===== config.mk =====
export PLATFORM = sky130hd
export DESIGN_NAME = sram_access_fsm
export DESIGN_NICKNAME = d
export VERILOG_FILES = /design/src/sram_pkg.sv /design/src/sram_access_fsm.sv
export SDC_FILE = /design/constraint.sdc
export NUM_CORES = 1
export LEC_CHECK = 0
export BUFFER_PORTS_ARGS = -buffer_cell sky130_fd_sc_hd__buf_2
export CORE_AREA = 3 3 69 71
export DETAILED_ROUTE_END_ITERATION = 6
export DIE_AREA = 0 0 72 74
export PLACE_DENSITY = 0.64
export SKIP_CTS_REPAIR_TIMING = 1
export SLEW_MARGIN = 20
export SYNTH_ARGS = -nofsm -noshare
export SYNTH_HDL_FRONTEND = slang
export SYNTH_SLANG_ARGS = --single-unit
export TNS_END_PERCENT = 1

===== constraint.sdc =====
create_clock -name clk -period 2.1 [get_ports clk]
set_input_delay 0.42 -clock clk [delete_from_list [all_inputs] [get_ports clk]]
set_output_delay 0.42 -clock clk [all_outputs]
set_load 0.005 [all_outputs]

===== src/sram_pkg.sv =====
`default_nettype none

package sram_pkg;

  // chip geometry, 1K x 16 with two byte lanes
  localparam int addr_width = 10;
  localparam int data_width = 16;
  localparam int strb_width = data_width / 8;

  // cycles each access holds the chip strobes low
  localparam int access_cycles = 3;
  localparam int timer_width = (access_cycles > 1) ? $clog2(access_cycles) : 1;

  // read response buffering
  localparam int fifo_depth = 4;
  localparam int fifo_ptr_width = $clog2(fifo_depth);
  localparam int fifo_count_width = 3;

  typedef struct packed {
    logic [addr_width-1:0] addr;
    logic                  wr_en;
    logic [data_width-1:0] wr_data;
    logic [strb_width-1:0] wr_strb;
  } sram_cmd_t;

  // next-cycle pin request from the FSM
  typedef struct packed {
    logic [addr_width-1:0] addr;
    logic [strb_width-1:0] be_n;
    logic                  ce_n;
    logic                  oe_n;
    logic                  we_n;
    logic                  drive;
    logic [data_width-1:0] wr_data;
    logic                  capture;
  } pad_ctrl_t;

  typedef struct packed {
    logic [addr_width-1:0] addr;
    logic [strb_width-1:0] be_n;
    logic                  ce_n;
    logic                  oe_n;
    logic                  we_n;
  } sram_pins_t;

endpackage

`default_nettype wire


===== src/sram_access_fsm.sv =====
`timescale 1ns/1ps
`default_nettype none

module sram_access_fsm import sram_pkg::*; (
  input  logic                        clk,
  input  logic                        rst_n,
  input  logic                        cmd_valid,
  input  sram_cmd_t                   cmd,
  input  logic                        timer_last,
  input  logic [fifo_count_width-1:0] fill_count,
  output logic                        cmd_ready,
  output logic                        timer_start,
  output pad_ctrl_t                   pad_req
);

  typedef enum logic [1:0] {
    st_idle,
    st_read,
    st_write
  } state_t;

  state_t    state;
  state_t    state_next;
  sram_cmd_t cur_q;
  sram_cmd_t cur;
  logic      accept;

  // keep one slot free for a read that may still be in flight
  assign cmd_ready = (state == st_idle) &&
                     (fill_count < fifo_count_width'(fifo_depth - 1));
  assign accept = cmd_valid && cmd_ready;
  assign timer_start = accept;

  always_comb begin
    state_next = state;
    case (state)
      st_idle: begin
        if (accept) begin
          state_next = cmd.wr_en ? st_write : st_read;
        end
      end
      st_read, st_write: begin
        if (timer_last) begin
          state_next = st_idle;
        end
      end
      default: begin
        state_next = st_idle;
      end
    endcase
  end

  always_ff @(posedge clk) begin
    if (!rst_n) begin
      state <= st_idle;
    end else begin
      state <= state_next;
    end
  end

  // hold the command for the rest of the access
  always_ff @(posedge clk) begin
    if (accept) begin
      cur_q <= cmd;
    end
  end

  assign cur = accept ? cmd : cur_q;

  // strobes from the next state, registered in the pad block
  always_comb begin
    pad_req.addr    = cur.addr;
    pad_req.wr_data = cur.wr_data;
    pad_req.be_n    = '1;
    if (state_next != st_idle) begin
      // reads enable both lanes
      pad_req.be_n = cur.wr_en ? ~cur.wr_strb : '0;
    end
    pad_req.ce_n    = (state_next == st_idle);
    pad_req.oe_n    = (state_next != st_read);
    pad_req.we_n    = (state_next != st_write);
    // one extra cycle of drive as data hold
    pad_req.drive   = (state_next == st_write) || (state == st_write);
    pad_req.capture = (state == st_read) && timer_last;
  end

endmodule

`default_nettype wire


# Word-level counts from Yosys, hierarchy flattened
# Index checks and enable logic that the tools add are counted.
# op_classes
mux	7
n_reduce_logical	8
eq_ne	5
bitwise	1
magnitude_cmp	1
# ops
operator	n
$mux W29	1
$mux W2	5
$eq A2 B2 Y1 const B	2
$logic_not A2 Y1	2
$pmux W2 S2	1
$logic_and A1 B1 Y1	3
$lt A3 B2 Y1 const B	1
$eq A2 B1 Y1 const B	1
$ne A2 B1 Y1 const B	1
$ne A2 B2 Y1 const B	1
$not A2 Y2	1
$reduce_bool A2 Y1	1
$reduce_or A2 Y1	1
$logic_or A1 B1 Y1	1
# totals
input_bits	36
reg_bits	31
out_inout_bits	35
wordCells	27

# Longest topological paths before layout
# logic_depth
word_depth	7
mapped_depth	9
mapped_depth_nobuf	6

# Worst setup path after synthesis
# Ideal clock, no wire load.
# synth_path
path_kind	register -> output
start	register state[1]
end	output port pad_req[19] (netlist bit)
path_buffers	0
t_arrival_ns	1.485
required_time_ns	1.680
stages_incl_launch_ff	7
path_slack_ns	0.195
path_cell_list	dfxtp_1 -> inv_1 -> ha_1 -> inv_2 -> nor4_2 -> a211oi_1 -> or3_1
# synth_lines
element	line_no	text
from (decl)	sram_access_fsm.sv:22	state_t state;
from (signal assigned)	sram_access_fsm.sv:55	state <= st_idle;
from (signal assigned)	sram_access_fsm.sv:57	state <= state_next;
to (decl)	sram_access_fsm.sv:13	output pad_ctrl_t pad_req

==> impl_metrics.csv <==
group,metric,value,unit
outcome,status,"complete, but fails checks",
outcome,violations,"setup timing",
cts,cts_sinks,31,
grt,antenna_found_initial,0,
cells_and_area,num_antenna_cells,0,
setup_path,worst_path_largest_cell_delay,380,ps
cells_and_area,layout_common_cells,"nand2_1, buf_2, dfxtp_1",
sta,max-slew-margin-rel,75.6,%
worst_hold_path,hp-class,"primary input to register",
cts,cts_tree,"done",
logic_synthesis,yosysTopAreaCellShare,42.6,%
logic_synthesis,ys_warn_count,0,
pwr,ir_drop,0.000337,V
logic_synthesis,synth_cells,183,
floorplan,core,4290,sq um
placement,place.gp.congestion,0.804,
sta,timing.final.ws_setup,-48.6,ps
logic_synthesis,seq_area_frac_synth,42.6,%
cts,cts_buffers,5,
sta,setup_viol,3,
placement,dp_slack,11.3,ps
sta,slew_violations,0,
cells_and_area,final_common_cell,"nand2_1",
setup_path,worstPathCellList,"inv_4 > ha_4 > nor2b_4 > nand2_2 > o311ai_4 > or3_1 > buf_2",
setup_path,worstSetupStartpointType,"register",
sta,fin_crit,2150,ps
drt,dr.pass1.iters,4,
cells_and_area,layout.nets,277,
logic_synthesis,synth_top_cell_by_area,"dfxtp_1",
floorplan,die-area,5330,sq um
cells_and_area,final_core_util,43.0,%
floorplan,die_x,72,microns
placement,dp_hpwl,2270,microns
cells_and_area,syn2layout_area_growth,26.8,%
setup_path,slowest_stage,"or3_1",
setup_path,path_class,"register to output port",
logic_synthesis,yosys-top-cells-area,"dfxtp_1, nand2_1, buf_4, ha_1, o311ai_4",
sta,rsz0062_at_grt,"true",
drt,avgRoutedWirePerCell,10.7,microns
floorplan,ios,71,
cts,clock_path_buffers,2,
grt,grt_pass1_wl,4540,microns
grt,overflow,0,
grt,gr-usage-all-layers,10.9,%
logic_synthesis,synth_edf_count,0,
setup_path,end_kind,"output port",
sta,period_share,102,%
setup_path,cp_max_fo,7,
logic_synthesis,synth.avg_cell_area,7.97,sq um
cts,htreeDepth,2,
setup_path,required,1680,ps
grt,grt_max_degree,30,
cts,path_clk_slew,60,ps
drt,drtIter0Drc,34,
sta,finClkSkew,3.27,ps
drt,met3WireLength,164,microns
cts,cts_root_buf,"clkbuf_8",
placement,port_buffers,70,
drt,vias,1235,
drt,top_layer_used,"met4",
cts,clock_latency,270,ps
grt,first_global_vias,1050,
sta,max_clock_freq,0.465,GHz
drt,routed-wl-met2,1600,microns
drt,drc,0,
cells_and_area,drive_above_1_share,42.4,%
floorplan,start_util,33.9,%
sta,finalHoldViolations,0,
logic_synthesis,ys.flop_type,"dfxtp_1",
pwr,p_leak,1.01,nW
logic_synthesis,syn-num-nets,223,
drt,vias_per_cell,4.26,
flow_run,maxCapViolations,0,
setup_path,cp.arrival,1730,ps
logic_synthesis,ys_types,30,
drt,ant_nets,0,
sta,worstMarginPinSlew,365,ps
logic_synthesis,synth-seq-cells,31,
logic_synthesis,synth_area,1460,sq um
drt,drt-met1-wl,1320,microns
pwr,power.density,838,nW/um^2
drt,drt-total-wl,3100,microns
floorplan,die_h,74,microns
setup_path,reg2reg_slack,660,ps
logic_synthesis,synthArstFlopShare,0,%
floorplan,rows,24,
## layout make-up
| cell class | instances | area (sq um) |
|---|---|---|
| clock buffer | 7 | 76.3 |
| clock inverter | 1 | 5.00 |
| fill | 456 | 2450 |
| inverter | 8 | 37.5 |
| multi-input combinational | 112 | 621 |
| sequential | 31 | 626 |
| tap | 52 | 65.1 |
| timing repair buffer | 79 | 418 |
## report_power, final
part	leakage (nW)	switching, mW	internal [mW]
Sequential	0.261	0.0300	0.702
Clock	0.0422	0.200	0.232
Combinational	0.704	0.199	0.186
## routing by layer
metal  global-route usage, %  vias to the layer above
met5                       0                        -
met4                    5.01                        0
met3                    2.43                        2
met2                    18.8                       41
met1                    13.0                      526
li1                        -                      666
## critical path: cells and delay by family (launching register included)
family	cells	cell delay, ps
adder cells (fa/ha/maj)	1	220
buffers and inverters	2	170
AO/OA/AOI/OAI	1	130
flip-flops	1	360
AND/OR/NAND/NOR	3	580
## worst paths after layout
path | start | to | cells past startpoint
hold / removal | cmd[7] | cur_q[7]$_DFF_P_ | 3
hold reg to reg | cur_q[23]$_DFF_P_ | cur_q[23]$_DFF_P_ | 2
setup reg to reg | state[1]$_SDFF_PN0_ | cur_q[0]$_DFF_P_ | 5
setup / recovery | state[1]$_SDFF_PN0_ | pad_req[19] | 7
## state kept, by name (all words and copies together), names as in the netlist
| name | cells |
|---|---|
| state | 2 |
| cur_q | 29 |
## through the flow
| step | hold slack [ps] | power (mW) | cell area, sq um | TNS [ps] | instances |
|---|---|---|---|---|---|
| floorplan | 419 | 1.06 | 1460 | 0 | 183 |
| global placement | 425 | 1.11 | 1690 | 0 | 279 |
| detailed placement | 429 | 1.12 | 1690 | 0 | 279 |
| CTS | 339 | 1.56 | 1770 | -2200 | 287 |
| global route | 352 | 1.66 | 1850 | -364 | 290 |
| finish | 351 | 1.55 | 1850 | -59.0 | 290 |
## logic make-up after synthesis
family / Yosys count / synth area share [%]
AOI/OAI and AO/OA: 15 / 9.36
adders and majority gates: 4 / 3.43
buffers and inverters: 40 / 17.7
DFF: 31 / 42.6
muxes: 1 / 0.772
and+or+nand+nor: 92 / 26.2
## Yosys cell counts, types with 2 or more instances
cell      instances
a211oi_1          2
and3_1            2
buf_2             5
buf_4            27
dfxtp_1          31
ha_1              4
inv_1             6
inv_2             2
nand2_1          80
nand4_1           2
nor2b_1           2
o21ai_0           2
Note: power is estimated with default switching activity, not from simulation.
