`config.mk`:
```
export PLATFORM = sky130hd
export DESIGN_NAME = sram_wait_timer
export DESIGN_NICKNAME = d
export VERILOG_FILES = /design/src/sram_pkg.sv /design/src/sram_wait_timer.sv
export SDC_FILE = /design/constraint.sdc
export NUM_CORES = 1
export LEC_CHECK = 0
export BUFFER_PORTS_ARGS = -buffer_cell sky130_fd_sc_hd__buf_2
export CELL_PAD_IN_SITES_DETAIL_PLACEMENT = 1
export CELL_PAD_IN_SITES_GLOBAL_PLACEMENT = 1
export CORE_AREA = 2 2 39 41
export CTS_CLUSTER_SIZE = 30
export DETAILED_ROUTE_END_ITERATION = 10
export DIE_AREA = 0 0 41 43
export GPL_TIMING_DRIVEN = 0
export HOLD_SLACK_MARGIN = 0.02
export PLACE_DENSITY = 0.38
export SETUP_SLACK_MARGIN = 0.02
export SYNTH_ARGS = -nofsm -noshare
export SYNTH_HDL_FRONTEND = slang
export SYNTH_SLANG_ARGS = --single-unit
```
`constraint.sdc`:
```
create_clock -name clk -period 0.9 [get_ports clk]
set_input_delay 0.18 -clock clk [delete_from_list [all_inputs] [get_ports clk]]
set_output_delay 0.18 -clock clk [all_outputs]
set_load 0.1 [all_outputs]
```
`src/sram_pkg.sv`:
```
`default_nettype none

package sram_pkg;

  // chip geometry, 1K x 16 with two byte lanes
  localparam int addr_width = 10;
  localparam int data_width = 16;
  localparam int strb_width = data_width / 8;

  // cycles each access holds the chip strobes low
  localparam int access_cycles = 3;
  localparam int timer_width = (access_cycles > 1) ? $clog2(access_cycles) : 1;

  // read response buffering
  localparam int fifo_depth = 4;
  localparam int fifo_ptr_width = $clog2(fifo_depth);
  localparam int fifo_count_width = 3;

  typedef struct packed {
    logic [addr_width-1:0] addr;
    logic                  wr_en;
    logic [data_width-1:0] wr_data;
    logic [strb_width-1:0] wr_strb;
  } sram_cmd_t;

  // next-cycle pin request from the FSM
  typedef struct packed {
    logic [addr_width-1:0] addr;
    logic [strb_width-1:0] be_n;
    logic                  ce_n;
    logic                  oe_n;
    logic                  we_n;
    logic                  drive;
    logic [data_width-1:0] wr_data;
    logic                  capture;
  } pad_ctrl_t;

  typedef struct packed {
    logic [addr_width-1:0] addr;
    logic [strb_width-1:0] be_n;
    logic                  ce_n;
    logic                  oe_n;
    logic                  we_n;
  } sram_pins_t;

endpackage

`default_nettype wire

```
`src/sram_wait_timer.sv`:
```
`timescale 1ns/1ps
`default_nettype none

module sram_wait_timer import sram_pkg::*; (
  input  logic clk,
  input  logic rst_n,
  input  logic start,
  output logic busy,
  output logic last
);

  logic [timer_width-1:0] count;

  always_ff @(posedge clk) begin
    if (!rst_n) begin
      busy  <= 1'b0;
      count <= '0;
    end else if (start) begin
      busy  <= 1'b1;
      count <= timer_width'(access_cycles - 1);
    end else if (busy) begin
      if (count == '0) begin
        busy <= 1'b0;
      end else begin
        count <= count - 1'b1;
      end
    end
  end

  // final cycle of the access
  assign last = busy && (count == '0);

endmodule

`default_nettype wire

```
## Yosys cells after proc, flatten, opt, wreduce, memory -nomap -nowiden

Index checks and enable logic that the tools add are counted.

| word-level totals | value |
|---|---|
| register bits after elaboration | 3 |
| input port bits | 3 |
| output and inout port bits | 2 |

| operators by class | value |
|---|---|
| add/sub/neg operators | 1 |
| equality and inequality tests | 1 |
| muxes and demuxes | 6 |
| bitwise logic cells | 2 |
| reduce and logical (&&, ||, !) cells | 6 |

Operators by type and width:

| cell | count |
|---|---|
| two-way mux 2 bit | 3 |
| AND reduction 2 bit | 2 |
| two-way mux 1 bit | 3 |
| zero test 2 bit | 1 |
| inequality test 2 bit, second input constant | 1 |
| inverter 1 bit | 2 |
| nonzero test 2 bit | 1 |
| OR reduction 2 bit | 1 |
| subtractor 2 x 1 -> 2 bit, second input constant | 1 |
| logical AND 1 bit | 1 |

## Depth between registers and ports, before layout

| logic depth | value |
|---|---|
| word-level depth | 4 |
| mapped depth | 3 |

## Least setup slack after synthesis

Ideal clock, no wire load.

| path | value |
|---|---|
| path type | reg2out |
| start point | register busy |
| end point | output last |
| arrival | 2.389 ns |
| required time | 0.720 ns |
| path slack | -1.669 ns |
| stages on the path, launching flop included | 3 |
| path buffers | 0 |
| cell sequence | dfxtp_1 > nand2b_2 > nor2_1 |

| on the way | value |
|---|---|
| word-level cells in the longest chain between the ends | 1 |

Ends and longest elaborated chain:

| item | line | source |
|---|---|---|
| from (decl) | sram_wait_timer.sv:8 | `output logic busy,` |
| from (signal assigned) | sram_wait_timer.sv:16 | `busy <= 1'b0;` |
| from (signal assigned) | sram_wait_timer.sv:19 | `busy <= 1'b1;` |
| from (signal assigned) | sram_wait_timer.sv:23 | `busy <= 1'b0;` |
| logical AND 1 bit | sram_wait_timer.sv:31 | `assign last = busy && (count == '0);` |
| to (decl) | sram_wait_timer.sv:9 | `output logic last` |

No other way between the ends.

## Worst setup path in the final report

| path | value |
|---|---|
| start point | register count[0] |
| end point | output last |

| on the way | value |
|---|---|
| word-level cells in the longest chain between the ends | 2 |

Ends and longest elaborated chain:

| item | line | source |
|---|---|---|
| from (decl) | sram_wait_timer.sv:12 | `logic [timer_width-1:0] count;` |
| from (signal assigned) | sram_wait_timer.sv:20 | `count <= timer_width'(access_cycles - 1);` |
| from (signal assigned) | sram_wait_timer.sv:25 | `count <= count - 1'b1;` |
| zero test 2 bit | sram_wait_timer.sv:31 |  |
| logical AND 1 bit | sram_wait_timer.sv:31 |  |

No other way between the ends.

==> results.py <==
metrics = {
    "run_status": {
        "status": "finished, violations left",
        "failed_checks": "negative setup slack",
    },
    "worst_hold_path": {
        "min_path_type": "input port to flop",
        "hp-start": "rst_n",
    },
    "placed_design": {
        "placed_cell_area_sq_um": 180,
        "numPortBuffers": 4,
        "gp_congestion": 0.603,
        "dp_worst_setup_slack_ns": -0.260,
    },
    "cts": {
        "cts_buffers": 3,
        "cts.sinks": 3,
        "clkTransAtPathRegs_ns": 0.04,
        "clk-insertion-delay-late_ns": 0.23,
        "h-tree-depth": 1,
        "clockRootBuffer": "clkbuf_4",
        "clockBufferDepth": 2,
        "tritoncts": "done",
    },
    "routing": {
        "drtPass1Iterations": 2,
        "antenna_left": 0,
        "wl_per_cell_um": 7.23,
        "drc": 0,
        "dr.first_iter.drc_count": 3,
        "wl_um": 282,
        "vias": 124,
        "viasPerCell": 3.18,
    },
    "setup_path": {
        "worstSetupStartpoint": "count[0]",
        "r2r-start": "count[0]",
        "critPathLaunchType": "flop",
        "crit_arrival_ns": 0.95,
        "critical_path_class": "flop to output port",
        "critPathMaxFanout": 2,
        "endpoint_kind": "output port",
        "crit_required_ns": 0.72,
    },
    "global_route": {
        "antenna_found_initial": 0,
        "grt_util_all_layers_pct": 5.22,
        "grt-ovfl-total": 0,
        "grt_pass1_vias": 140,
        "grt_max_degree": 5,
        "grt_pass1_wl_um": 524,
    },
    "logic_synthesis": {
        "yosys.area_share.adder_pct": 0,
        "synthMuxAreaShare_pct": 0,
        "synth_top_family_by_area": "simple AND/OR/NAND/NOR gates",
        "ys_warn_count": 0,
        "synth-xor-area-share_pct": 0,
        "yosys.area.top_type": "dfxtp_1",
        "syn-cell-area_sq_um": 124,
        "yosysUniqueCellTypes": 10,
        "synth_nets": 16,
        "synth_seq_area_share_pct": 48.5,
        "synthDominantCellAreaShare_pct": 48.5,
        "ys_ff_latch": 3,
        "ys_top_cells_by_area": "dfxtp_1 (48%), o21a_1 (12%), and3b_1 (7.1%), nand2b_2 (7.1%), or2b_1 (6.1%)",
        "syn_area_per_cell_sq_um": 9.53,
        "synth_compound_area_share_pct": 20.2,
        "synthSimpleGateAreaFrac_pct": 28.3,
        "syn_inst": 13,
    },
    "timing": {
        "finalCritPeriodShare_pct": 126,
        "fin_hold_ws_ns": 0.174,
        "setup_viol": 4,
        "grt_setup_unrepaired": "true",
        "max_slew_margin_pct": 88.2,
        "drv_slew": 0,
        "worst_slack_ns": -0.231,
        "fmax_mhz": 884,
        "hold_viol": 0,
        "fin_worst_skew_ns": 0.00355,
        "worstMarginPinSlew_ns": 0.177,
        "final.min_clock_period_ns": 1.13,
    },
    "floorplan": {
        "dieArea_sq_um": 1760,
        "ios": 5,
        "die_y_um": 43,
        "core_area_sq_um": 1380,
        "start_util_pct": 8.95,
        "die_w_um": 41,
        "row_count": 14,
    },
    "layout": {
        "stdcell_area_sq_um": 253,
        "diodes": 0,
        "final_nets": 27,
        "syn_to_final_growth_pct": 104,
        "drive_gt1_share_pct": 56.5,
    },
    "power": {
        "leakage_nw": 0.105,
        "pwr_density_cell_nw_per_um2": 1920,
        "vdd_drop_max_uv": 509,
        "finalPower_uw": 486,
    },
    "run": {
        "drv_cap": 0,
    },
}
==> final timing paths <==
check / endpoint / slack (ns) / cells past startpoint
max reg2reg: count[0] / -0.03 / 4
max: last / -0.23 / 3
min reg2reg: count[1] / 0.61 / 2
min: busy / 0.17 / 2
==> cells in the final DEF (no fill, tap or decap) <==
master,instances
and3b_1,1
a21oi_1,1
nand2b_4,1
nor2_4,1
inv_1,1
dfxtp_2,1
buf_4,2
or2b_1,1
o21ai_1,1
dfxtp_4,1
buf_2,2
clkbuf_1,1
nor2b_1,1
o21a_1,2
clkbuf_4,3
buf_12,2
dfxtp_1,1
==> synth_stat cells <==
cell      n
and3b_1   1
o21ai_1   1
nor2b_1   1
nand2b_2  1
o21a_1    2
a21oi_1   1
nor2_1    1
inv_1     1
dfxtp_1   3
or2b_1    1
==> flip-flops by register name, summed over array words and instances, names as in the netlist <==
| signal | flops |
|---|---|
| count | 2 |
| busy | 1 |
==> critical path, stage by stage (launching register included) <==
cell and delay, ns:
dfxtp_2 0.31, nand2b_4 0.14, nor2_4 0.10, buf_12 0.18
==> per-stage QoR <==
step	TNS, ns	utilization (%)	std cells
4_1_cts	-0.415	17.9	39
3_5_place_dp	-0.320	13.0	33
2_1_floorplan	-0.523	-	13
5_1_grt	-0.492	18.3	39
3_3_place_gp	-0.293	13.0	33
6_report	-0.332	18.3	39
==> where the power goes <==
part,switching (mW),total [mW],internal (mW)
sequential,0.0108,0.151,0.140
combinational,0.0581,0.0996,0.0415
clock,0.0692,0.235,0.166
total,0.138,0.486,0.348
==> what timing repair did <==
item	CTS	global route
pin swaps	1	0
resized for setup	8	1
buffers inserted	2	0
cloned	0	0
hold buffers	0	0
endpoints found under the setup margin	3	4
==> layout make-up <==
type	instances	area [sq um]
Inverter	1	3.75
Multi-Input combinational cell	9	72.6
Clock buffer	4	26.3
Timing Repair Buffer	6	65.1
Fill cell	163	1130
Sequential cell	3	65.1
Tap cell	16	20.0
==> metal layers <==
| metal | vias to the layer above | part of all wire, % | track usage, % |
|---|---|---|---|
| li1 | 64 | - | - |
| met2 | 5 | 49 | 5.94 |
| met3 | 0 | 9.6 | 3.14 |
| met5 | - | 0 | 0 |
| met4 | 0 | 0 | 8.00 |
| met1 | 55 | 41 | 4.81 |
==> cells by family (layout without fill, tap and decap cells) <==
| kind of cell | after synthesis | count (layout) |
|---|---|---|
| DFF | 3 | 3 |
| AOI/OAI and AO/OA | 4 | 4 |
| buffers and inverters | 1 | 11 |
| and+or+nand+nor | 5 | 5 |
Power figures use the tool's default switching activity.
