File: src/sram_pkg.sv
`default_nettype none

package sram_pkg;

  // chip geometry, 1K x 16 with two byte lanes
  localparam int addr_width = 10;
  localparam int data_width = 16;
  localparam int strb_width = data_width / 8;

  // cycles each access holds the chip strobes low
  localparam int access_cycles = 3;
  localparam int timer_width = (access_cycles > 1) ? $clog2(access_cycles) : 1;

  // read response buffering
  localparam int fifo_depth = 4;
  localparam int fifo_ptr_width = $clog2(fifo_depth);
  localparam int fifo_count_width = 3;

  typedef struct packed {
    logic [addr_width-1:0] addr;
    logic                  wr_en;
    logic [data_width-1:0] wr_data;
    logic [strb_width-1:0] wr_strb;
  } sram_cmd_t;

  // next-cycle pin request from the FSM
  typedef struct packed {
    logic [addr_width-1:0] addr;
    logic [strb_width-1:0] be_n;
    logic                  ce_n;
    logic                  oe_n;
    logic                  we_n;
    logic                  drive;
    logic [data_width-1:0] wr_data;
    logic                  capture;
  } pad_ctrl_t;

  typedef struct packed {
    logic [addr_width-1:0] addr;
    logic [strb_width-1:0] be_n;
    logic                  ce_n;
    logic                  oe_n;
    logic                  we_n;
  } sram_pins_t;

endpackage

`default_nettype wire

File: src/sram_resp_fifo.sv
`timescale 1ns/1ps
`default_nettype none

module sram_resp_fifo import sram_pkg::*; (
  input  logic                        clk,
  input  logic                        rst_n,
  input  logic                        push,
  input  logic [data_width-1:0]       push_data,
  input  logic                        pop,
  output logic [data_width-1:0]       pop_data,
  output logic                        empty,
  output logic [fifo_count_width-1:0] fill_count
);

  logic [data_width-1:0]     mem [fifo_depth];
  logic [fifo_ptr_width-1:0] wr_ptr;
  logic [fifo_ptr_width-1:0] rd_ptr;
  logic                      full;
  logic                      do_push;
  logic                      do_pop;

  assign empty   = (fill_count == '0);
  assign full    = (fill_count == fifo_count_width'(fifo_depth));
  assign do_push = push && !full;
  assign do_pop  = pop && !empty;

  always_ff @(posedge clk) begin
    if (do_push) begin
      mem[wr_ptr] <= push_data;
    end
  end

  // head of queue
  assign pop_data = mem[rd_ptr];

  always_ff @(posedge clk) begin
    if (!rst_n) begin
      wr_ptr     <= '0;
      rd_ptr     <= '0;
      fill_count <= '0;
    end else begin
      if (do_push) begin
        wr_ptr <= wr_ptr + 1'b1;
      end
      if (do_pop) begin
        rd_ptr <= rd_ptr + 1'b1;
      end
      // simultaneous push and pop leaves the count alone
      case ({do_push, do_pop})
        2'b10: fill_count <= fill_count + 1'b1;
        2'b01: fill_count <= fill_count - 1'b1;
        default: begin
        end
      endcase
    end
  end

endmodule

`default_nettype wire

File: config.mk
export PLATFORM = sky130hd
export DESIGN_NAME = sram_resp_fifo
export DESIGN_NICKNAME = d
export VERILOG_FILES = /design/src/sram_pkg.sv /design/src/sram_resp_fifo.sv
export SDC_FILE = /design/constraint.sdc
export NUM_CORES = 1
export LEC_CHECK = 0
export BUFFER_PORTS_ARGS = -buffer_cell sky130_fd_sc_hd__buf_2
export CORE_ASPECT_RATIO = 1.4
export CORE_MARGIN = 10
export CORE_UTILIZATION = 45
export DETAILED_ROUTE_END_ITERATION = 8
export PLACE_DENSITY = 0.68
export SKIP_CTS_REPAIR_TIMING = 1
export SLEW_MARGIN = 5
export SYNTH_ARGS = -nofsm -noshare
export SYNTH_HDL_FRONTEND = slang
export SYNTH_SLANG_ARGS = --single-unit
File: constraint.sdc
create_clock -name clk -period 2.3 [get_ports clk]
set_clock_uncertainty 0.05 [all_clocks]
set_input_delay 0.115 -clock clk [delete_from_list [all_inputs] [get_ports clk]]
set_output_delay 0.115 -clock clk [all_outputs]
set_load 0.01 [all_outputs]
### After elaboration in Yosys (flattened, before gate mapping)

Memory sizes are Yosys's and may differ from the RTL's. A register that Yosys moved wholly into a read port is not among the register bits.
Cells that the tools add are included.

* $mul: 0
* eq/ne operators: 3
* order comparisons: 0
* bitwise logic cells: 0
* mux-type cells: 5
* add/sub/neg operators: 4
* shift operators: 0
* div/mod/pow operators: 0
* reduce and logical (&&, ||, !) cells: 6

Operators with widths (number)
* one-hot mux 3 bit (2 select lines): 1
* adder 2 x 1 -> 2 bit (second input constant): 2
* 2-to-1 mux 2 bit: 2
* adder 3 x 1 -> 3 bit (second input constant): 1
* equality test 3 bit (second input constant): 1
* zero test 3 bit: 1
* subtractor 3 x 1 -> 3 bit (second input constant): 1
* equality test 2 x 1 -> 1 bit (second input constant): 1
* equality test 2 bit (second input constant): 1
* logical AND 1 bit: 2
* zero test 1 bit: 2
* 2-to-1 mux 1 bit: 2
* nonzero test 2 bit: 1

* word-level logic and storage cells: 22
* memories: 1
* bits in registers: 7
* memory bits (writable): 64
* ROM bits: 0
* input bits: 20
* bits in latches: 0
* output and inout bits: 20

Memory list
* mem: depth 4, bits a word 16, read ports 1, clocked after memory_dff 1, wr ports 1, line sram_resp_fifo.sv:15 `logic [data_width-1:0] mem [fifo_depth];`

### Longest topological paths before layout

Gate-level depths: netlist of the first run.

* word-level depth: 5
* depth in mapped cells: 9
* depth with buffers taken out: 9

### Least setup slack after synthesis of the first run

Ideal clock, no wire load.

* path type: register to register
* from: reg fill_count[2]
* to: reg fill_count[2]
* arrival time: 1.912 ns
* slack: 0.268 ns
* buffers on the path: 0
* period minus slack after synthesis: 2.032 ns
* library setup time: 0.070 ns
* cell stages (with the launch flop): 9
* cells stage by stage: dfxtp_1 nor3_2 nor2b_1 ha_1 inv_1 fa_1 xor2_1 or3_1 a21boi_1

* longest elaborated chain between the ends: 5
* elaborated cells on any way between the ends: 12
* classes of those cells: add/sub (2); eq/ne (3); mux (1); reduce/logical (6)

Ends and longest elaborated chain
* from (decl): line sram_resp_fifo.sv:12 `output logic [fifo_count_width-1:0] fill_count`
* from (signal assigned): line sram_resp_fifo.sv:50 `2'b10: fill_count <= fill_count + 1'b1;`
* from (signal assigned): line sram_resp_fifo.sv:51 `2'b01: fill_count <= fill_count - 1'b1;`
* zero test 3 bit (*): line sram_resp_fifo.sv:22 `assign empty = (fill_count == '0);`
* named net empty: line sram_resp_fifo.sv:11 `output logic empty,`
* zero test 1 bit (*): line sram_resp_fifo.sv:25 `assign do_pop = pop && !empty;`
* logical AND 1 bit (*): line sram_resp_fifo.sv:25
* named net do_pop: line sram_resp_fifo.sv:20 `logic do_pop;`
* equality test 2 x 1 -> 1 bit / equality test 2 bit (equally long branches): line sram_resp_fifo.sv:49 `case ({do_push, do_pop})`
* one-hot mux 3 bit (2 select lines) / nonzero test 2 bit (equally long branches)

Mark *: on every way through the listed nets, which the timed path passes. The rest lies on a longest branch.
A chain may end at the register's enable or synchronous reset.

### Worst setup path in the final report of the first run

* from: reg fill_count[0]
* to: reg fill_count[2]

* longest elaborated chain between the ends: 5
* elaborated cells on any way between the ends: 12
* classes of those cells: add/sub (2); eq/ne (3); mux (1); reduce/logical (6)

Ends and longest elaborated chain (line)
* zero test 3 bit (*): sram_resp_fifo.sv:22
* zero test 1 bit (*): sram_resp_fifo.sv:25
* logical AND 1 bit (*): sram_resp_fifo.sv:25
* named net do_pop: sram_resp_fifo.sv:20
* equality test 2 x 1 -> 1 bit / equality test 2 bit (equally long branches): sram_resp_fifo.sv:49
* one-hot mux 3 bit (2 select lines) / nonzero test 2 bit (equally long branches)

Marked as above.

==> results.sh, run 1 <==
export IMPL_status="completed"
export IMPL_drt_wl_total_um=4870
export IMPL_grt_usage=0.102
export IMPL_synth_area_top_cells="edfxtp_1 68%, mux4_2 7.9%, dfxtp_1 6.3%"
export IMPL_cts_clk_slew_worst_paths_ps=70
export IMPL_finalCritPeriodShare=0.921
export IMPL_die_w_um=87.2
export IMPL_place_ws_ps=129
export IMPL_grt_pass1_vias=1542
export IMPL_crit_slowest_cell="dfxtp_1"
export IMPL_cts_root_buf="clkbuf_8"
export IMPL_grt_overflow=0
export IMPL_drv_slew=0
export IMPL_finalSetupViolCount=0
export IMPL_rsz0062_at_grt="false"
export IMPL_grt_pass1_wl_um=7620
export IMPL_hold_class="input port to flop"
export IMPL_cts_tree="done"
export IMPL_synth_top_area_frac=0.676
export IMPL_crit_fanout=5
export IMPL_core_area_um2=6170
export IMPL_power_mw=3.35
export IMPL_p_comb_frac=0.262
export IMPL_syn_num_nets=163
export IMPL_cpPeakStageDelay_ps=400
export IMPL_internal_power_mw=2.41
export IMPL_ff_latch_area_um2=2100
export IMPL_syn_area_um2=2840
export IMPL_worst_slack_ps=182
export IMPL_gp_congestion=0.741
export IMPL_synth_area_per_cell_um2=20.7
export IMPL_synthCells=137
export IMPL_syn_to_final_growth_pct=20.7
export IMPL_powerDensity_nw_per_um2=977
export IMPL_multi_input_area_um2=668
export IMPL_layout_drive_gt1_share=0.340
export IMPL_cts_buffers=9
export IMPL_finalCriticalPeriod_ps=2120
export IMPL_vias=1418
export IMPL_worst_ep_arrival_time_ps=2320
export IMPL_hold_viol=0
export IMPL_drtPass1Iterations=4
export IMPL_switching_share=0.281
export IMPL_die_h_um=114
export IMPL_clk_latency_ps=320
export IMPL_antenna_found_initial=0
export IMPL_switchingPower_mw=0.942
export IMPL_critPathKind="flop to flop"
export IMPL_clockBufferDepth=2
export IMPL_power_frac_clock=0.234
export IMPL_ant_nets=0
export IMPL_maxCapViolations=0
export IMPL_drc_errors=0
export IMPL_placed_area_um2=3120
export IMPL_die_area_um2=9940
export IMPL_start_kind="flop"
export IMPL_ir_worst_vdd_mv=0.603
export IMPL_p_leak_nw=1.22
export IMPL_clock_fmax_mhz=472
export IMPL_synth_area_leader_cell="edfxtp_1"
export IMPL_synth_cell_types=23
export IMPL_io_buffers=39
export IMPL_drtIter0Drc=162
export IMPL_max_slew_margin=0.485
export IMPL_rows=34
export IMPL_power_frac_seq=0.504
export IMPL_final_nets=229
export IMPL_ys_seq_area_frac=0.740
export IMPL_antenna_cells=0
export IMPL_crit_buf_inv=1
export IMPL_htreeDepth=3
export IMPL_crit_chain="nor3_2, nor2b_1, ha_1, inv_1, fa_1, xor2_1, or3_1, a21boi_1"
export IMPL_hpwl_um=3350
export IMPL_nFillCells=460
export IMPL_ys_ff_latch=73
export IMPL_numClockSinks=73
export IMPL_final_cell_area_um2=3430
export IMPL_cp_required_ps=2500
export IMPL_end_kind="flop"
export IMPL_yosysWarnings=0
export IMPL_initial_core_util=0.461
export IMPL_worstMarginPinSlew_ps=771
export IMPL_avgRoutedWirePerCell_um=17.5
export IMPL_whs_ps=80.0
export IMPL_cpLargestDelayFamily="simple AND/OR/NAND/NOR gates"
export IMPL_pin_count=40
export IMPL_fin_tns_setup_ps=0
export IMPL_grt_max_degree=17
export IMPL_routed_via_density=5.10
stage by stage:
stage | cells | utilization
floorplan | 137 | -
global placement | 248 | 0.506
detailed placement | 248 | 0.506
CTS | 262 | 0.530
global route | 278 | 0.556
finish | 278 | 0.556
flip-flops by register name, indices dropped and copies added, names as in the netlist, named ones only:
| register | flops |
|---|---|
| fill_count | 3 |
| mem | 64 |
| rd_ptr | 2 |
| wr_ptr | 2 |
path summary, 6_finish.rpt:
| kind | to | startpoint | slack [ps] | cells after the start |
|---|---|---|---|---|
| setup / recovery | fill_count[2] | fill_count[0] | 180 | 8 |
| hold / removal | fill_count[2] | rst_n | 80 | 2 |
| setup reg to reg | fill_count[2] | fill_count[0] | 180 | 8 |
| hold reg to reg | wr_ptr[0] | wr_ptr[0] | 470 | 2 |
worst reg2reg max path: cells and delay by family (launching register included):
family | cells | cell delay, ps
simple gates | 3 | 610
flops | 1 | 400
fa+ha+maj | 2 | 610
compound gates | 1 | 150
xor+xnor | 1 | 160
buf+inv | 1 | 70
power groups by stage:
| stage | Sequential, mW | Clock [mW] | Combinational (mW) |
|---|---|---|---|
| after global routing | 1.70 | 0.878 | 0.979 |
| after CTS | 1.69 | 0.805 | 0.885 |
| after detailed placement | 1.72 | 0 | 0.882 |
| final | 1.69 | 0.784 | 0.879 |
| after global placement | 1.70 | 0 | 0.849 |
| after floorplan | 1.70 | 0 | 0.616 |
Yosys cell counts (all sizes together):
master   instances
edfxtp          64
mux4            16
dfxtp            9
inv              7
nand2            7
and2             6
ha               5
o21ai            5
buf              4
a21boi           2
mux2i            2
or3              2
a31oi            1
clkbuf           1
fa               1
nand4bb          1
nor2b            1
nor3             1
xnor2            1
xor2             1
kinds of logic after synthesis:
family | after synthesis | share of synthesized area
flip-flops | 73 | 0.740
AND/OR/NAND/NOR | 18 | 0.0366
XOR/XNOR | 2 | 0.00617
buffers and inverters | 12 | 0.0251
multiplexers | 18 | 0.142
adder cells (fa/ha/maj) | 6 | 0.0291
AO/OA/AOI/OAI | 8 | 0.0216
layer usage:
| layer | global-route usage | vias up | wire (µm) |
|---|---|---|---|
| li1 | - | 674 | - |
| met1 | 0.103 | 700 | 1930 |
| met2 | 0.177 | 36 | 2570 |
| met3 | 0.0464 | 8 | 299 |
| met4 | 0.0384 | 0 | 74 |
| met5 | 0 | - | 0 |
layout make-up:
class	count	area share
timing repair buffer	60	0.115
tap	72	0.0263
sequential	73	0.613
clock inverter	4	0.00656
multi-input combinational	52	0.195
clock buffer	10	0.0372
inverter	7	0.00766
cells in the final DEF, fill, tap and decap left out:
master	count
xor2_1	1
dlygate4sd3_1	16
nor3_2	1
mux4_2	10
fa_1	1
o21ai_0	5
clkinvlp_4	1
xnor2_1	1
dfxtp_2	1
mux2i_1	2
nand2_1	7
clkbuf_1	1
ha_1	5
or3_1	2
clkbuf_8	9
edfxtp_1	64
clkinv_2	3
and2_1	6
buf_2	39
nand4bb_1	1
mux4_1	6
a31oi_4	1
buf_4	5
a21boi_1	2
dfxtp_1	8
nor2b_1	1
inv_1	7
Power figures use the tool's default switching activity.
==> run 2, diff against run 1 <==
--- a/config.mk
+++ b/config.mk
@@ -10,7 +10,7 @@
 export CORE_MARGIN = 10
 export CORE_UTILIZATION = 45
 export DETAILED_ROUTE_END_ITERATION = 8
-export PLACE_DENSITY = 0.68
+export PLACE_DENSITY = 0.65
 export SKIP_CTS_REPAIR_TIMING = 1
 export SLEW_MARGIN = 5
 export SYNTH_ARGS = -nofsm -noshare
==> run 2 against run 1 <==
Final area is 1.9% higher. Combinational power is 4.2% higher. Register-to-register slack worse by 98 ps. Fmax is 4.4% lower. Flip-flop and latch count stayed put. Core utilization is 1.0 points higher. Clock power is 26% higher. Power is 6.8% higher. Worst hold slack worse by 4.8 ps.
==> results.sh, run 2 (synthesis gave the netlist of run 1 again) <==
export IMPL_cts_root_buf="clkbuf_8"
export IMPL_cpMostUsedCell="inv_1"
export IMPL_power_frac_clock=0.276
export IMPL_start_kind="flop"
export IMPL_top_register="mem"
export IMPL_crit_buf_inv=3
export IMPL_grt_usage=0.107
export IMPL_io_buffers=39
export IMPL_internal_power_mw=2.60
export IMPL_place_ws_ps=74.3
export IMPL_drt_wl_total_um=5240
export IMPL_worst_ep_arrival_time_ps=2430
export IMPL_vias=1464
export IMPL_p_leak_nw=1.26
export IMPL_end_kind="flop"
export IMPL_grt_max_degree=17
export IMPL_routed_via_density=5.19
export IMPL_die_h_um=114
export IMPL_drtPass1Iterations=4
export IMPL_layout_common_cells="64 x edfxtp_1, 39 x buf_2, 16 x dlygate4sd3_1"
export IMPL_antenna_cells=0
export IMPL_core_area_um2=6170
export IMPL_largest_reg_flops=64
export IMPL_initial_core_util=0.461
export IMPL_hold_viol=0
export IMPL_r2r_cells=9
export IMPL_switchingPower_mw=0.977
export IMPL_layout_drive_gt1_share=0.348
export IMPL_crit_chain="inv_1, a31oi_4, inv_1, ha_1, inv_1, fa_1, xor2_1, or3_1, a21boi_1"
export IMPL_drtIter0Drc=81
export IMPL_final_nets=231
export IMPL_powerDensity_nw_per_um2=1020
export IMPL_cp_required_ps=2510
export IMPL_die_w_um=87.2
export IMPL_grt_overflow=0
export IMPL_clk_latency_ps=330
export IMPL_hold_start="pop"
export IMPL_clockBufferDepth=2
export IMPL_power_frac_seq=0.468
export IMPL_cts_clk_slew_worst_paths_ps=70
export IMPL_htreeDepth=3
export IMPL_drv_slew=0
export IMPL_cpPeakStageDelay_ps=370
export IMPL_rsz0062_at_grt="false"
export IMPL_numClockSinks=73
export IMPL_finalCritPeriodShare=0.964
export IMPL_avgRoutedWirePerCell_um=18.6
export IMPL_gp_congestion=0.707
export IMPL_status="completed"
export IMPL_min_to="rd_ptr[0]"
export IMPL_finalSetupViolCount=0
export IMPL_reg_top3="mem x64, fill_count x3"
export IMPL_hpwl_um=3570
export IMPL_timing_rr_start="fill_count[0]"
export IMPL_power_mw=3.58
export IMPL_crit_slowest_cell="fa_1"
export IMPL_drc_errors=0
export IMPL_worst_slack_ps=83.5
export IMPL_cts_buffers=9
export IMPL_antenna_found_initial=0
export IMPL_switching_share=0.273
export IMPL_syn_to_final_growth_pct=23.0
export IMPL_critPathKind="flop to flop"
export IMPL_finalCriticalPeriod_ps=2220
export IMPL_grt_pass1_vias=1612
export IMPL_pin_count=40
export IMPL_worstMarginPinSlew_ps=301
export IMPL_cts_tree="done"
export IMPL_die_area_um2=9940
export IMPL_grt_pass1_wl_um=8060
export IMPL_ant_nets=0
export IMPL_rows=34
export IMPL_nFillCells=481
export IMPL_crit_fanout=7
export IMPL_max_slew_margin=0.798
export IMPL_layout_commonest_cell="edfxtp_1"
export IMPL_clock_fmax_mhz=451
export IMPL_fin_tns_setup_ps=0
export IMPL_maxCapViolations=0
export IMPL_r2r_end="fill_count[2]"
export IMPL_hold_depth=3
export IMPL_cpLargestDelayFamily="adder cells"
export IMPL_ir_worst_vdd_mv=0.704
export IMPL_reg2reg_slack_ps=80
export IMPL_whs_ps=75.1
export IMPL_hold_class="input port to flop"
export IMPL_p_comb_frac=0.256
## run 2: cell count changes in the layout (fill, tap and decap cells not counted), sizes merged
cell | previous run | this run
buf | 44 | 46
bufinv | 0 | 1
clkbuf | 10 | 13
clkinv | 3 | 2
clkinvlp | 1 | 0
## run 2: layout make-up
class,count,area [µm²],share of cell area
Timing Repair Buffer,62,408,0.117
Clock buffer,13,159,0.0455
Multi-Input combinational cell,52,668,0.191
Tap cell,72,90.1,0.0258
Clock inverter,3,40.0,0.0115
Sequential cell,73,2100,0.602
Inverter,7,26.3,0.00752
## run 2: worst register-to-register path, delay by kind of cell (launching register included)
| kind | cells | cell delay [ps] |
|---|---|---|
| flops | 1 | 360 |
| buf+inv | 3 | 330 |
| simple gates | 1 | 330 |
| fa+ha+maj | 2 | 580 |
| xor+xnor | 1 | 160 |
| compound gates | 2 | 320 |
## run 2: stage by stage
stage,util,instances,cell area [µm²]
2_1_floorplan,-,137,2840
3_3_place_gp,0.508,250,3130
3_5_place_dp,0.508,250,3130
4_1_cts,0.540,266,3330
5_1_grt,0.567,282,3490
6_report,0.567,282,3490
## run 2: layer usage
metal	global-route usage	vias to the layer above	part of all wire
met5	0	-	0
met4	0.0512	0	0.012
met3	0.0435	7	0.062
met2	0.188	44	0.54
met1	0.107	734	0.39
li1	-	679	-
## run 2: power groups by stage
| stage | combinational [mW] | clock (mW) | sequential [mW] |
|---|---|---|---|
| after floorplan | 0.616 | 0 | 1.70 |
| after global placement | 0.868 | 0 | 1.68 |
| after detailed placement | 0.916 | 0 | 1.70 |
| after CTS | 0.918 | 1.01 | 1.68 |
| after global routing | 1.00 | 1.06 | 1.69 |
| final | 0.916 | 0.987 | 1.68 |
## run 2: how the worst max path moves through the flow
stage	start	endpoint	cells after the start
global route	fill_count[0]	fill_count[2]	9
finish	fill_count[0]	fill_count[2]	9
global placement	fill_count[2]	fill_count[2]	8
CTS	fill_count[2]	fill_count[2]	8
floorplan	fill_count[2]	fill_count[2]	8
detailed placement	fill_count[2]	fill_count[2]	8
==> run 3, diff against run 2 <==
--- a/config.mk
+++ b/config.mk
@@ -11,6 +11,7 @@
 export CORE_UTILIZATION = 45
 export DETAILED_ROUTE_END_ITERATION = 8
 export PLACE_DENSITY = 0.65
+export SETUP_SLACK_MARGIN = 0.15
 export SKIP_CTS_REPAIR_TIMING = 1
 export SLEW_MARGIN = 5
 export SYNTH_ARGS = -nofsm -noshare
==> run 3 against run 2 <==
Register-to-register slack better by 150 ps. Via count is 0.34% higher. Clock power hardly changed. Non-clock buffer count is 1 higher. Clock-buffer cell count stayed put. Largest power group unchanged.
==> results.sh, run 3 (synthesis gave the netlist of run 1 again) <==
export IMPL_crit_start="fill_count[0]"
export IMPL_cts_clk_slew_worst_paths_ps=70
export IMPL_ir_worst_vdd_mv=0.731
export IMPL_endpoint="fill_count[2]"
export IMPL_switchingPower_mw=0.983
export IMPL_cp_required_ps=2510
export IMPL_drt_wl_total_um=5260
export IMPL_start_kind="flop"
export IMPL_antenna_found_initial=0
export IMPL_finalSetupViolCount=0
export IMPL_top_register="mem"
export IMPL_power_frac_clock=0.274
export IMPL_crit_fanout=7
export IMPL_htreeDepth=3
export IMPL_maxCapViolations=0
export IMPL_pin_count=40
export IMPL_core_area_um2=6170
export IMPL_clk_latency_ps=330
export IMPL_die_w_um=87.2
export IMPL_r2r_end="fill_count[2]"
export IMPL_grt_pass1_vias=1612
export IMPL_initial_core_util=0.461
export IMPL_reg_top3="mem x64, fill_count x3"
export IMPL_power_frac_seq=0.467
export IMPL_cpPeakStageDelay_ps=370
export IMPL_antenna_cells=0
export IMPL_ant_nets=0
export IMPL_crit_slowest_cell="fa_1"
export IMPL_rows=34
export IMPL_io_buffers=39
export IMPL_largest_reg_flops=64
export IMPL_worst_ep_arrival_time_ps=2270
export IMPL_drtIter0Drc=72
export IMPL_hold_class="input port to flop"
export IMPL_worstMarginPinSlew_ps=331
export IMPL_routed_via_density=5.19
export IMPL_grt_pass1_wl_um=8060
export IMPL_numClockSinks=73
export IMPL_timing_rr_start="fill_count[0]"
export IMPL_gp_congestion=0.707
export IMPL_clock_fmax_mhz=485
export IMPL_layout_common_cells="64 x edfxtp_1, 39 x buf_2, 16 x dlygate4sd3_1"
export IMPL_drv_slew=0
export IMPL_reg2reg_slack_ps=240
export IMPL_hold_viol=0
export IMPL_drtPass1Iterations=4
export IMPL_cpMostUsedCell="inv_1"
export IMPL_clockBufferDepth=2
export IMPL_layout_commonest_cell="edfxtp_1"
export IMPL_syn_to_final_growth_pct=23.5
export IMPL_switching_share=0.273
export IMPL_cts_root_buf="clkbuf_8"
export IMPL_max_slew_margin=0.778
export IMPL_drc_errors=0
export IMPL_hpwl_um=3570
export IMPL_die_area_um2=9940
export IMPL_nFillCells=477
export IMPL_end_kind="flop"
export IMPL_grt_overflow=0
export IMPL_powerDensity_nw_per_um2=1030
export IMPL_grt_max_degree=17
export IMPL_status="completed"
export IMPL_layout_drive_gt1_share=0.379
export IMPL_rsz0062_at_grt="false"
export IMPL_vias=1469
export IMPL_finalCritPeriodShare=0.897
export IMPL_avgRoutedWirePerCell_um=18.6
export IMPL_grt_usage=0.107
export IMPL_r2r_cells=9
export IMPL_final_cell_area_um2=3510
export IMPL_p_leak_nw=1.26
export IMPL_cts_tree="done"
export IMPL_crit_chain="inv_2, a31oi_4, inv_1, ha_2, inv_1, fa_1, xor2_1, or3_1, a21boi_1"
export IMPL_internal_power_mw=2.62
export IMPL_p_comb_frac=0.259
export IMPL_final_nets=232
export IMPL_die_h_um=114
export IMPL_critPathKind="flop to flop"
export IMPL_fin_tns_setup_ps=0
export IMPL_placed_area_um2=3130
export IMPL_cts_buffers=9
export IMPL_finalCriticalPeriod_ps=2060
==> run 3: metrics by stage <==
step / cells / hold slack, ps / util / setup WS, ps / power (mW)
2_1_floorplan: 137 / 164 / - / 268 / 2.31
3_3_place_gp: 250 / 275 / 0.508 / 315 / 2.55
3_5_place_dp: 250 / 281 / 0.508 / 74.3 / 2.62
6_report: 283 / 72.5 / 0.569 / 238 / 3.60
4_1_cts: 266 / -74.8 / 0.540 / 55.0 / 3.60
5_1_grt: 283 / 50.8 / 0.569 / 161 / 3.77
==> run 3: cell type report <==
cell class              instances  area (µm²)  area share
inverters                       7        26.3     0.00749
multi-input cells              52         673       0.192
well taps                      72        90.1      0.0257
clock buffers                  13         159      0.0453
repair buffers                 63         415       0.118
clock inverters                 3        40.0      0.0114
flip-flops and latches         73        2110       0.600
==> run 3: power groups by stage <==
| stage | combinational, mW | sequential, mW | clock [mW] |
|---|---|---|---|
| 2_1_floorplan | 0.616 | 1.70 | 0 |
| 3_3_place_gp | 0.868 | 1.68 | 0 |
| 3_5_place_dp | 0.916 | 1.70 | 0 |
| 4_1_cts | 0.918 | 1.68 | 1.01 |
| 5_1_grt | 1.02 | 1.70 | 1.06 |
| 6_report | 0.932 | 1.68 | 0.987 |
==> run 3: worst min-delay path by stage <==
stage                        from       endpoint  slack [ps]  cells after the start
detailed placement  push_data[15]     mem[3][15]         280                      1
finish                      rst_n  fill_count[0]          70                      2
CTS                 push_data[13]     mem[0][13]         -70                      1
global route                  pop      rd_ptr[0]          50                      3
floorplan            push_data[0]      mem[0][0]         160                      0
global placement     push_data[5]      mem[3][5]         280                      1
==> run 3: metal layers <==
metal  share of wire  vias to the layer above  track usage  wire [µm]
li1                -                      681            -          -
met1            0.39                      737        0.107       2030
met2            0.54                       44        0.188       2850
met3           0.060                        7       0.0435        315
met4           0.012                        0       0.0512         63
met5               0                        -            0          0
==> run 3: worst max-delay path, delay by kind of cell, from the launching register on <==
family / cells / cell delay [ps]
simple gates: 1 / 330
buf+inv: 3 / 250
flops: 1 / 350
xor+xnor: 1 / 170
fa+ha+maj: 2 / 550
compound gates: 2 / 300
